`src/hdl/ch3_pkg.sv`:
```
package ch3_pkg;

	// one wishbone classic request, held by the master until ack
	typedef struct packed {
		logic       cyc;
		logic       stb;
		logic       we;
		logic [4:0] adr;
		logic [7:0] dat;
	} wb_req_t;

	typedef struct packed {
		logic       ack;
		logic [7:0] dat;
	} wb_rsp_t;

	// channel setup as written through NR30..NR34
	typedef struct packed {
		logic        dac_en;   // NR30 bit 7
		logic [7:0]  len_load; // NR31
		logic [1:0]  vol;      // NR32 bits 6:5
		logic [10:0] freq;     // NR34[2:0] and NR33
		logic        len_en;   // NR34 bit 6
	} ch3_cfg_t;

	localparam logic [4:0] ADR_NR30      = 5'h00;
	localparam logic [4:0] ADR_NR31      = 5'h01;
	localparam logic [4:0] ADR_NR32      = 5'h02;
	localparam logic [4:0] ADR_NR33      = 5'h03;
	localparam logic [4:0] ADR_NR34      = 5'h04;
	localparam logic [4:0] ADR_WAVE_BASE = 5'h10;

	// output level codes of NR32
	localparam logic [1:0] VOL_MUTE    = 2'd0;
	localparam logic [1:0] VOL_FULL    = 2'd1;
	localparam logic [1:0] VOL_HALF    = 2'd2;
	localparam logic [1:0] VOL_QUARTER = 2'd3;

endpackage

```
`src/hdl/ch3_regs.sv`:
```
`timescale 1ns/10ps

module ch3_regs import ch3_pkg::*; (
	input  logic       cery_2mhz,
	input  logic       rst_n,
	input  wb_req_t    wb_req,
	input  logic [7:0] ram_rdat,
	output wb_rsp_t    wb_rsp,
	output ch3_cfg_t   cfg,
	output logic       trigger,
	output logic       len_write,
	output logic       ram_we,
	output logic [3:0] ram_adr,
	output logic [7:0] ram_wdat
);

	logic       ack;
	logic       req_go;
	logic       wr_go;
	logic       wave_sel;
	logic [7:0] rd_dat;

	assign req_go   = wb_req.cyc && wb_req.stb && !ack; // first sampled cycle only
	assign wr_go    = req_go && wb_req.we;
	assign wave_sel = (wb_req.adr >= ADR_WAVE_BASE);

	always_ff @(posedge cery_2mhz or negedge rst_n) begin
		if (!rst_n) begin
			ack <= 1'b0;
		end else begin
			ack <= req_go; // one cycle, then low again
		end
	end

	always_ff @(posedge cery_2mhz or negedge rst_n) begin
		if (!rst_n) begin
			cfg       <= '0;
			trigger   <= 1'b0;
			len_write <= 1'b0;
		end else begin
			trigger   <= 1'b0;
			len_write <= 1'b0;
			if (wr_go) begin
				case (wb_req.adr)
					ADR_NR30: cfg.dac_en <= wb_req.dat[7];
					ADR_NR31: begin
						cfg.len_load <= wb_req.dat;
						len_write    <= 1'b1; // counter loads in the ack cycle
					end
					ADR_NR32: cfg.vol <= wb_req.dat[6:5];
					ADR_NR33: cfg.freq[7:0] <= wb_req.dat;
					ADR_NR34: begin
						cfg.freq[10:8] <= wb_req.dat[2:0];
						cfg.len_en     <= wb_req.dat[6];
						trigger        <= wb_req.dat[7];
					end
					default: ; // unused offsets and wave RAM
				endcase
			end
		end
	end

	// wave RAM writes land on the ack edge
	assign ram_we   = wr_go && wave_sel;
	assign ram_adr  = wb_req.adr[3:0];
	assign ram_wdat = wb_req.dat;

	always_comb begin
		case (wb_req.adr)
			ADR_NR30: rd_dat = {cfg.dac_en, 7'h7f};
			ADR_NR31: rd_dat = 8'hff; // write only
			ADR_NR32: rd_dat = {1'b1, cfg.vol, 5'h1f};
			ADR_NR33: rd_dat = 8'hff;
			ADR_NR34: rd_dat = {1'b1, cfg.len_en, 6'h3f};
			default:  rd_dat = wave_sel ? ram_rdat : 8'hff;
		endcase
	end

	assign wb_rsp = '{ack: ack, dat: rd_dat};

endmodule

```
`src/hdl/ch3_wave_ram.sv`:
```
`timescale 1ns/10ps

module ch3_wave_ram (
	input  logic       cery_2mhz,
	input  logic       rst_n,
	input  logic       ram_we,
	input  logic [3:0] ram_adr,
	input  logic [7:0] ram_wdat,
	input  logic [4:0] pos,
	output logic [7:0] ram_rdat,
	output logic [3:0] nibble
);

	logic [7:0] mem [16]; // 32 four-bit samples
	logic [7:0] play_byte;

	always_ff @(posedge cery_2mhz or negedge rst_n) begin
		if (!rst_n) begin
			for (int i = 0; i < 16; i++) begin
				mem[i] <= 8'h00;
			end
		end else if (ram_we) begin
			mem[ram_adr] <= ram_wdat;
		end
	end

	assign ram_rdat  = mem[ram_adr];
	assign play_byte = mem[pos[4:1]];

	// high nibble plays first
	assign nibble = pos[0] ? play_byte[3:0] : play_byte[7:4];

endmodule

```
`src/hdl/ch3_freq_timer.sv`:
```
`timescale 1ns/10ps

module ch3_freq_timer import ch3_pkg::*; (
	input  logic       cery_2mhz,
	input  logic       rst_n,
	input  ch3_cfg_t   cfg,
	input  logic       trigger,
	input  logic       ch_on,
	output logic [4:0] pos,
	output logic       step
);

	logic [10:0] cnt;
	logic        wrap;

	assign wrap = (cnt == 11'h7ff);

	always_ff @(posedge cery_2mhz or negedge rst_n) begin
		if (!rst_n) begin
			cnt  <= 11'd0;
			pos  <= 5'd0;
			step <= 1'b0;
		end else begin
			step <= 1'b0;
			if (trigger && cfg.dac_en) begin
				cnt <= cfg.freq; // restart from sample 0
				pos <= 5'd0;
			end else if (ch_on) begin
				if (wrap) begin
					cnt  <= cfg.freq; // period is 2048 - freq cycles
					pos  <= pos + 5'd1; // wraps at 32
					step <= 1'b1;
				end else begin
					cnt <= cnt + 11'd1;
				end
			end
		end
	end

endmodule

```
`src/hdl/ch3_length_ctr.sv`:
```
`timescale 1ns/10ps

module ch3_length_ctr import ch3_pkg::*; #(
	parameter int LEN_TICK_DIV = 8192
) (
	input  logic     cery_2mhz,
	input  logic     rst_n,
	input  ch3_cfg_t cfg,
	input  logic     trigger,
	input  logic     len_write,
	output logic     ch_on
);

	localparam int DIV_W = $clog2(LEN_TICK_DIV);

	logic [DIV_W-1:0] div;
	logic             tick;
	logic [8:0]       len;  // 256 means expired
	logic             len_step;
	logic             trig_go;

	assign tick     = (div == DIV_W'(LEN_TICK_DIV - 1));
	assign trig_go  = trigger && cfg.dac_en;
	assign len_step = tick && cfg.len_en && ch_on;

	always_ff @(posedge cery_2mhz or negedge rst_n) begin
		if (!rst_n) begin
			div <= '0;
		end else begin
			div <= tick ? '0 : div + 1'b1; // stands in for the frame sequencer
		end
	end

	always_ff @(posedge cery_2mhz or negedge rst_n) begin
		if (!rst_n) begin
			len <= 9'd0;
		end else if (len_write) begin
			len <= {1'b0, cfg.len_load};
		end else if (trig_go) begin
			if (len[8])
				len <= {1'b0, cfg.len_load}; // reload only once expired
		end else if (len_step) begin
			len <= len + 9'd1;
		end
	end

	always_ff @(posedge cery_2mhz or negedge rst_n) begin
		if (!rst_n) begin
			ch_on <= 1'b0;
		end else if (!cfg.dac_en) begin
			ch_on <= 1'b0; // DAC off kills the channel
		end else if (trigger) begin
			ch_on <= 1'b1;
		end else if (len_step && len == 9'd255) begin
			ch_on <= 1'b0; // length expired
		end
	end

endmodule

```
`src/hdl/ch3_level_out.sv`:
```
`timescale 1ns/10ps

module ch3_level_out import ch3_pkg::*; (
	input  logic       cery_2mhz,
	input  logic       rst_n,
	input  ch3_cfg_t   cfg,
	input  logic       ch_on,
	input  logic [3:0] nibble,
	output logic [3:0] sample_out
);

	logic [3:0] level;

	always_comb begin
		case (cfg.vol)
			VOL_FULL:    level = nibble;
			VOL_HALF:    level = nibble >> 1;
			VOL_QUARTER: level = nibble >> 2;
			default:     level = 4'd0; // mute
		endcase
	end

	always_ff @(posedge cery_2mhz or negedge rst_n) begin
		if (!rst_n) begin
			sample_out <= 4'd0;
		end else begin
			sample_out <= ch_on ? level : 4'd0; // silent when channel is off
		end
	end

endmodule

```
`src/hdl/ch3_top.sv`:
```
`timescale 1ns/10ps

module ch3_top import ch3_pkg::*; #(
	parameter int LEN_TICK_DIV = 8192
) (
	input  logic       cery_2mhz,
	input  logic       rst_n,
	input  wb_req_t    wb_req,
	output wb_rsp_t    wb_rsp,
	output logic       ch_on,
	output logic [3:0] sample_out
);

	ch3_cfg_t   cfg;
	logic       trigger;
	logic       len_write;
	logic       ram_we;
	logic [3:0] ram_adr;
	logic [7:0] ram_wdat;
	logic [7:0] ram_rdat;
	logic [4:0] pos;
	logic       step; // one pulse per sample advance
	logic [3:0] nibble;

	ch3_regs i_regs (
		.cery_2mhz, .rst_n, .wb_req, .ram_rdat,
		.wb_rsp, .cfg, .trigger, .len_write,
		.ram_we, .ram_adr, .ram_wdat
	);

	ch3_wave_ram i_wave_ram (
		.cery_2mhz, .rst_n, .ram_we, .ram_adr, .ram_wdat,
		.pos, .ram_rdat, .nibble
	);

	ch3_freq_timer i_freq_timer (
		.cery_2mhz, .rst_n, .cfg, .trigger, .ch_on,
		.pos, .step
	);

	ch3_length_ctr #(
		.LEN_TICK_DIV(LEN_TICK_DIV)
	) i_length_ctr (
		.cery_2mhz, .rst_n, .cfg, .trigger, .len_write,
		.ch_on
	);

	ch3_level_out i_level_out (
		.cery_2mhz, .rst_n, .cfg, .ch_on, .nibble,
		.sample_out
	);

endmodule

```
`config.mk`:
```
export PLATFORM = sky130hd
export DESIGN_NAME = ch3_top
export DESIGN_NICKNAME = d
export VERILOG_FILES = /design/src/hdl/ch3_pkg.sv /design/src/hdl/ch3_regs.sv /design/src/hdl/ch3_wave_ram.sv /design/src/hdl/ch3_freq_timer.sv /design/src/hdl/ch3_length_ctr.sv /design/src/hdl/ch3_level_out.sv /design/src/hdl/ch3_top.sv
export SDC_FILE = /design/constraint.sdc
export NUM_CORES = 1
export LEC_CHECK = 0
export BUFFER_PORTS_ARGS = -buffer_cell sky130_fd_sc_hd__buf_2
export CAP_MARGIN = 25
export CORE_MARGIN = 5
export CORE_UTILIZATION = 65
export DETAILED_ROUTE_END_ITERATION = 16
export PLACE_DENSITY = 0.87
export SLEW_MARGIN = 20
export SYNTH_ARGS = -nofsm -noshare
export SYNTH_HDL_FRONTEND = slang
export SYNTH_HIERARCHICAL = 1
export SYNTH_SLANG_ARGS = --single-unit
```
`constraint.sdc`:
```
create_clock -name cery_2mhz -period 6.7 [get_ports cery_2mhz]
set_input_delay 0.67 -clock cery_2mhz [delete_from_list [all_inputs] [get_ports cery_2mhz]]
set_output_delay 0.67 -clock cery_2mhz [all_outputs]
set_load 0.05 [all_outputs]
```
# ---- After elaboration in Yosys (flattened, before gate mapping)
# Index checks and enable logic that the tools add are counted.
dict set report word_totals {
  out_inout_bits 14
  elab_cells 108
  regBits 197
  inputBits 18
}
dict set report classes {
  magnitude_cmp 4
  eq_ne 12
  bitwise 2
  reduce_logical 22
  add_sub_neg 4
  n_mux 32
}
# cell n
set ops {}
lappend ops {{128-bit bitwise mux} 1}
lappend ops {{8-bit binary-select mux with 4-bit select} 2}
lappend ops {{8-bit two-way mux} 7}
lappend ops {{11-bit two-way mux} 3}
lappend ops {{8-bit demux with 4-bit select} 1}
lappend ops {{8-bit case mux with 4 select lines} 1}
lappend ops {{9-bit two-way mux} 3}
lappend ops {{5-bit >= comparator, second input constant} 3}
lappend ops {{5-bit two-way mux} 3}
lappend ops {{2-bit AND reduction} 7}
lappend ops {{13-bit by 1-bit adder with 13-bit output, second input constant} 1}
lappend ops {{13-bit equality test, second input constant} 1}
lappend ops {{13-bit two-way mux} 1}
lappend ops {{4-bit case mux with 3 select lines} 1}
lappend ops {{11-bit by 1-bit adder with 11-bit output, second input constant} 1}
lappend ops {{11-bit equality test, second input constant} 1}
lappend ops {{5-bit by 2-bit equality test with 1-bit output, second input constant} 2}
lappend ops {{4-bit NOT with 5-bit output} 2}
lappend ops {{9-bit by 1-bit adder with 9-bit output, second input constant} 1}
lappend ops {{9-bit by 8-bit equality test with 1-bit output, second input constant} 1}
lappend ops {{1-bit logical AND} 9}
lappend ops {{4-bit two-way mux} 2}
lappend ops {{1-bit two-way mux} 7}
lappend ops {{3-bit by 2-bit inequality test with 1-bit output, second input constant} 2}
lappend ops {{11 further kinds} 13}

# ---- Longest topological paths before layout
dict set report depth {
  word_depth 7
  depth_mapped 9
  mapped_depth_nobuf 8
}

# ---- Cells and area by module
# The synthesis kept the hierarchy.
# mod seq_area_each_um2 area_each_um2 n_inst cells_each
set modules_own_cells {}
lappend modules_own_cells {ch3_wave_ram 3203.1 6764.0 1 397}
lappend modules_own_cells {ch3_regs 650.6 1276.2 1 97}
lappend modules_own_cells {ch3_length_ctr 575.6 1246.2 1 126}
lappend modules_own_cells {ch3_freq_timer 425.4 1008.5 1 110}
lappend modules_own_cells {ch3_level_out 100.1 187.7 1 16}

# ---- Worst setup path after synthesis
# No wires, ideal clock.
dict set report synth_timing {
  kind {input to output}
  from {in wb_req[8] (netlist bit)}
  to {out wb_rsp[6] (netlist bit)}
  t_required_ns 6.030
  n_path_buf 3
  t_arrival_ns 2.777
  setup_slack_ns 3.253
  cell_stages 8
  cell_sequence {buf_4 -> clkbuf_1 -> buf_2 -> mux4_2 -> mux4_2 -> inv_1 -> a221o_1 -> nand3_1}
}
# item line
set synth_rtl {}
lappend synth_rtl {{start, declared} ch3_top.sv:8} ;# input wb_req_t wb_req,
lappend synth_rtl {{end, declared} ch3_top.sv:9} ;# output wb_rsp_t wb_rsp,

==> flow_metrics.py <==
metrics = {
    "power": {
        "irDropWorstVdd_mv": 0.213,
        "p_int_mw": 2.04,
        "seqPwrFrac_pct": 49.3,
        "switchingPower_mw": 0.637,
        "power.leakage_nw": 5.06,
        "p_comb_share_pct": 9.7,
        "power.density_nw_per_um2": 234,
        "swShare_pct": 23.8,
        "clock_power_share_pct": 41.0,
    },
    "critical_path": {
        "startpoint_type": "input pin",
        "worst-path-buf-inv": 4,
        "ff2ff_setup_slack_ps": 3840,
        "cp_top_family": "buffers and inverters",
        "path_cells": "buf_2 -> buf_4 -> mux4_2 -> mux4_2 -> inv_1 -> a221o_1 -> nand3_1 -> buf_2",
        "path_class": "input pin to output port",
        "ff2ff_path_depth": 6,
        "timing.rr.start": "i_freq_timer/pos[2]",
        "critPathMaxFanout": 35,
        "max_stage_delay_ps": 730,
        "r2r_end": "i_level_out/sample_out[1]",
        "critical-path-slowest-cell": "buf_2",
        "crit_arrival_ps": 3440,
        "cp.required_ps": 6030,
        "end_kind": "output port",
    },
    "clocking": {
        "clk_latency_ps": 440,
        "cts.repair.resized": 0,
        "cts_setup_buffers": 0,
        "cts_buffers": 17,
        "htree_levels": 4,
        "cts_tree": "yes",
        "clkSinkCount": 197,
        "cts_root_buffer": "clkbuf_16",
        "cts_hold_buf": 0,
        "clk_pin_slew_ps": 70,
        "cts_buffer_depth": 2,
    },
    "cells_and_area": {
        "diodes": 0,
        "fin_nets": 773,
        "syn2layout_area_growth_pct": 9.46,
        "final_layout_size_suffix_gt1_share_pct": 43.4,
        "n_fill_cell": 952,
    },
    "sta": {
        "finalWorstSetupSlack_ps": 2590,
        "finalHoldViolCount": 0,
        "fin_crit_sh_pct": 61.3,
        "rsz0062_at_grt": "no",
        "slew_violations": 0,
        "finalSetupTns_ps": 0,
        "setup_violations": 0,
        "clock_skew_ps": 10.0,
        "slew_headroom_pct": 22.3,
        "clock.fmax_ghz": 0.243,
        "worst_pin_slew_ps": 1160,
        "layout_min_cycle_time_ps": 4110,
    },
    "logic_synthesis": {
        "synthCells": 744,
        "synth_nets": 767,
        "synth_area_per_cell_um2": 14.1,
        "netlist_area_um2": 10500,
        "synth.yosys.warnings": 6,
    },
    "placed_design": {
        "routabilityCongestion": 0.871,
        "place_hpwl_mm": 17.0,
        "place.port_buffers": 31,
        "pre_cts_slack_ps": 2620,
    },
    "global_route": {
        "antenna_found_initial": 0,
        "grt_max_degree": 126,
        "grtUsageTotal_pct": 30.0,
        "grt_pass1_wl_mm": 41.8,
        "grt_pass1_vias": 7215,
        "grt.overflow.total": 0,
    },
    "drt": {
        "dr.pass1.iters": 7,
        "vias": 7034,
        "wl_per_cell_um": 27.1,
        "vias_per_cell": 7.18,
        "route.detailed.drc": 0,
        "drt_iter0_drc": 843,
        "ant_nets": 0,
        "routed_wl_mm": 26.5,
    },
    "floorplanning": {
        "die_w_um": 137,
        "io_pins": 32,
        "die_h_um": 137,
        "rows": 46,
        "core_um2": 15800,
        "dieArea_um2": 18700,
        "initial_utilization_pct": 66.0,
    },
    "run_status": {
        "status": "complete, no violations",
    },
    "flow_run": {
        "maxCapViolations": 0,
    },
    "min_path": {
        "hp-class": "input pin to asynchronous set/reset pin",
    },
}
power by group through the flow:
stage | sequential (mW) | combinational [mW] | clock, mW
after floorplan | 1.31 | 0.188 | 0
after global placement | 1.33 | 0.236 | 0
after detailed placement | 1.34 | 0.251 | 0
after CTS | 1.32 | 0.253 | 1.10
after global routing | 1.33 | 0.279 | 1.16
final | 1.32 | 0.259 | 1.10
area by class of cell:
type / instances / area (um^2) / area share (%)
inverters: 9 / 33.8 / 0.295
clock inverters: 11 / 174 / 1.52
repair buffers: 46 / 375 / 3.28
clock buffers: 21 / 460 / 4.02
well taps: 216 / 270 / 2.36
flip-flops and latches: 197 / 4930 / 43.1
multi-input cells: 479 / 5200 / 45.4
layout by cell type, fill, tap and decap left out, types with 3 or more instances in the layout:
master      instances
a211oi_1            3
a21oi_1            15
a221o_1             3
a311oi_1            5
a31oi_1             6
and2_1              4
and3_1              6
buf_16              4
buf_2              30
buf_4               6
buf_6               5
bufinv_16           4
clkbuf_16          17
clkbuf_8            3
clkinvlp_4          3
dfrtp_1           196
ha_1                5
inv_1               9
mux2_2            147
mux2_4              8
mux2i_1             5
mux4_2             80
nand2_1            27
nand2b_1           11
nand3_1            14
nand3b_1            5
nand4_1            12
nor2_1             33
nor3_1              7
nor3b_1             3
nor4_1              3
nor4_2              3
o211ai_1            5
o21a_1              3
o21ai_0            10
or3_1               6
xnor2_1             8
xor2_1              3
registers in the layout (all words and copies together) (netlist names):
register	cells
i_freq_timer/cnt	11
i_freq_timer/pos	5
i_length_ctr/ch_on	1
i_length_ctr/div	13
i_length_ctr/len	9
i_level_out/sample_out	4
i_regs/ack	1
i_regs/cfg	23
i_regs/len_write	1
i_regs/trigger	1
i_wave_ram/mem	128
worst max-delay path by stage:
stage	slack, ps	from	depth (start not counted)	to
after global routing	2400	wb_req[8]	8	wb_rsp[6]
after CTS	2600	wb_req[8]	8	wb_rsp[6]
final	2590	wb_req[8]	8	wb_rsp[6]
after floorplan	3250	wb_req[8]	8	wb_rsp[6]
after global placement	2680	wb_req[8]	8	wb_rsp[6]
after detailed placement	2620	wb_req[8]	8	wb_rsp[6]
per-stage QoR:
| stage | cell area (um^2) | util (%) | hold WS (ps) | instances | power (mW) |
|---|---|---|---|---|---|
| after global routing | 11400 | 72.3 | 121 | 979 | 2.76 |
| after detailed placement | 10700 | 67.5 | 454 | 941 | 1.59 |
| final | 11400 | 72.3 | 114 | 979 | 2.68 |
| after CTS | 11300 | 71.5 | 429 | 973 | 2.67 |
| after floorplan | 10500 | - | 374 | 744 | 1.50 |
| after global placement | 10600 | 67.0 | 422 | 935 | 1.57 |
routing by layer:
metal | vias up | GRT usage [%] | part of all wire [%]
met1 | 3643 | 39.0 | 37
met3 | 104 | 5.92 | 7.9
met5 | - | 0 | 0
met4 | 0 | 12.3 | 4.1
li1 | 2874 | - | -
met2 | 413 | 49.9 | 51
Note: power is estimated with default switching activity, not from simulation.
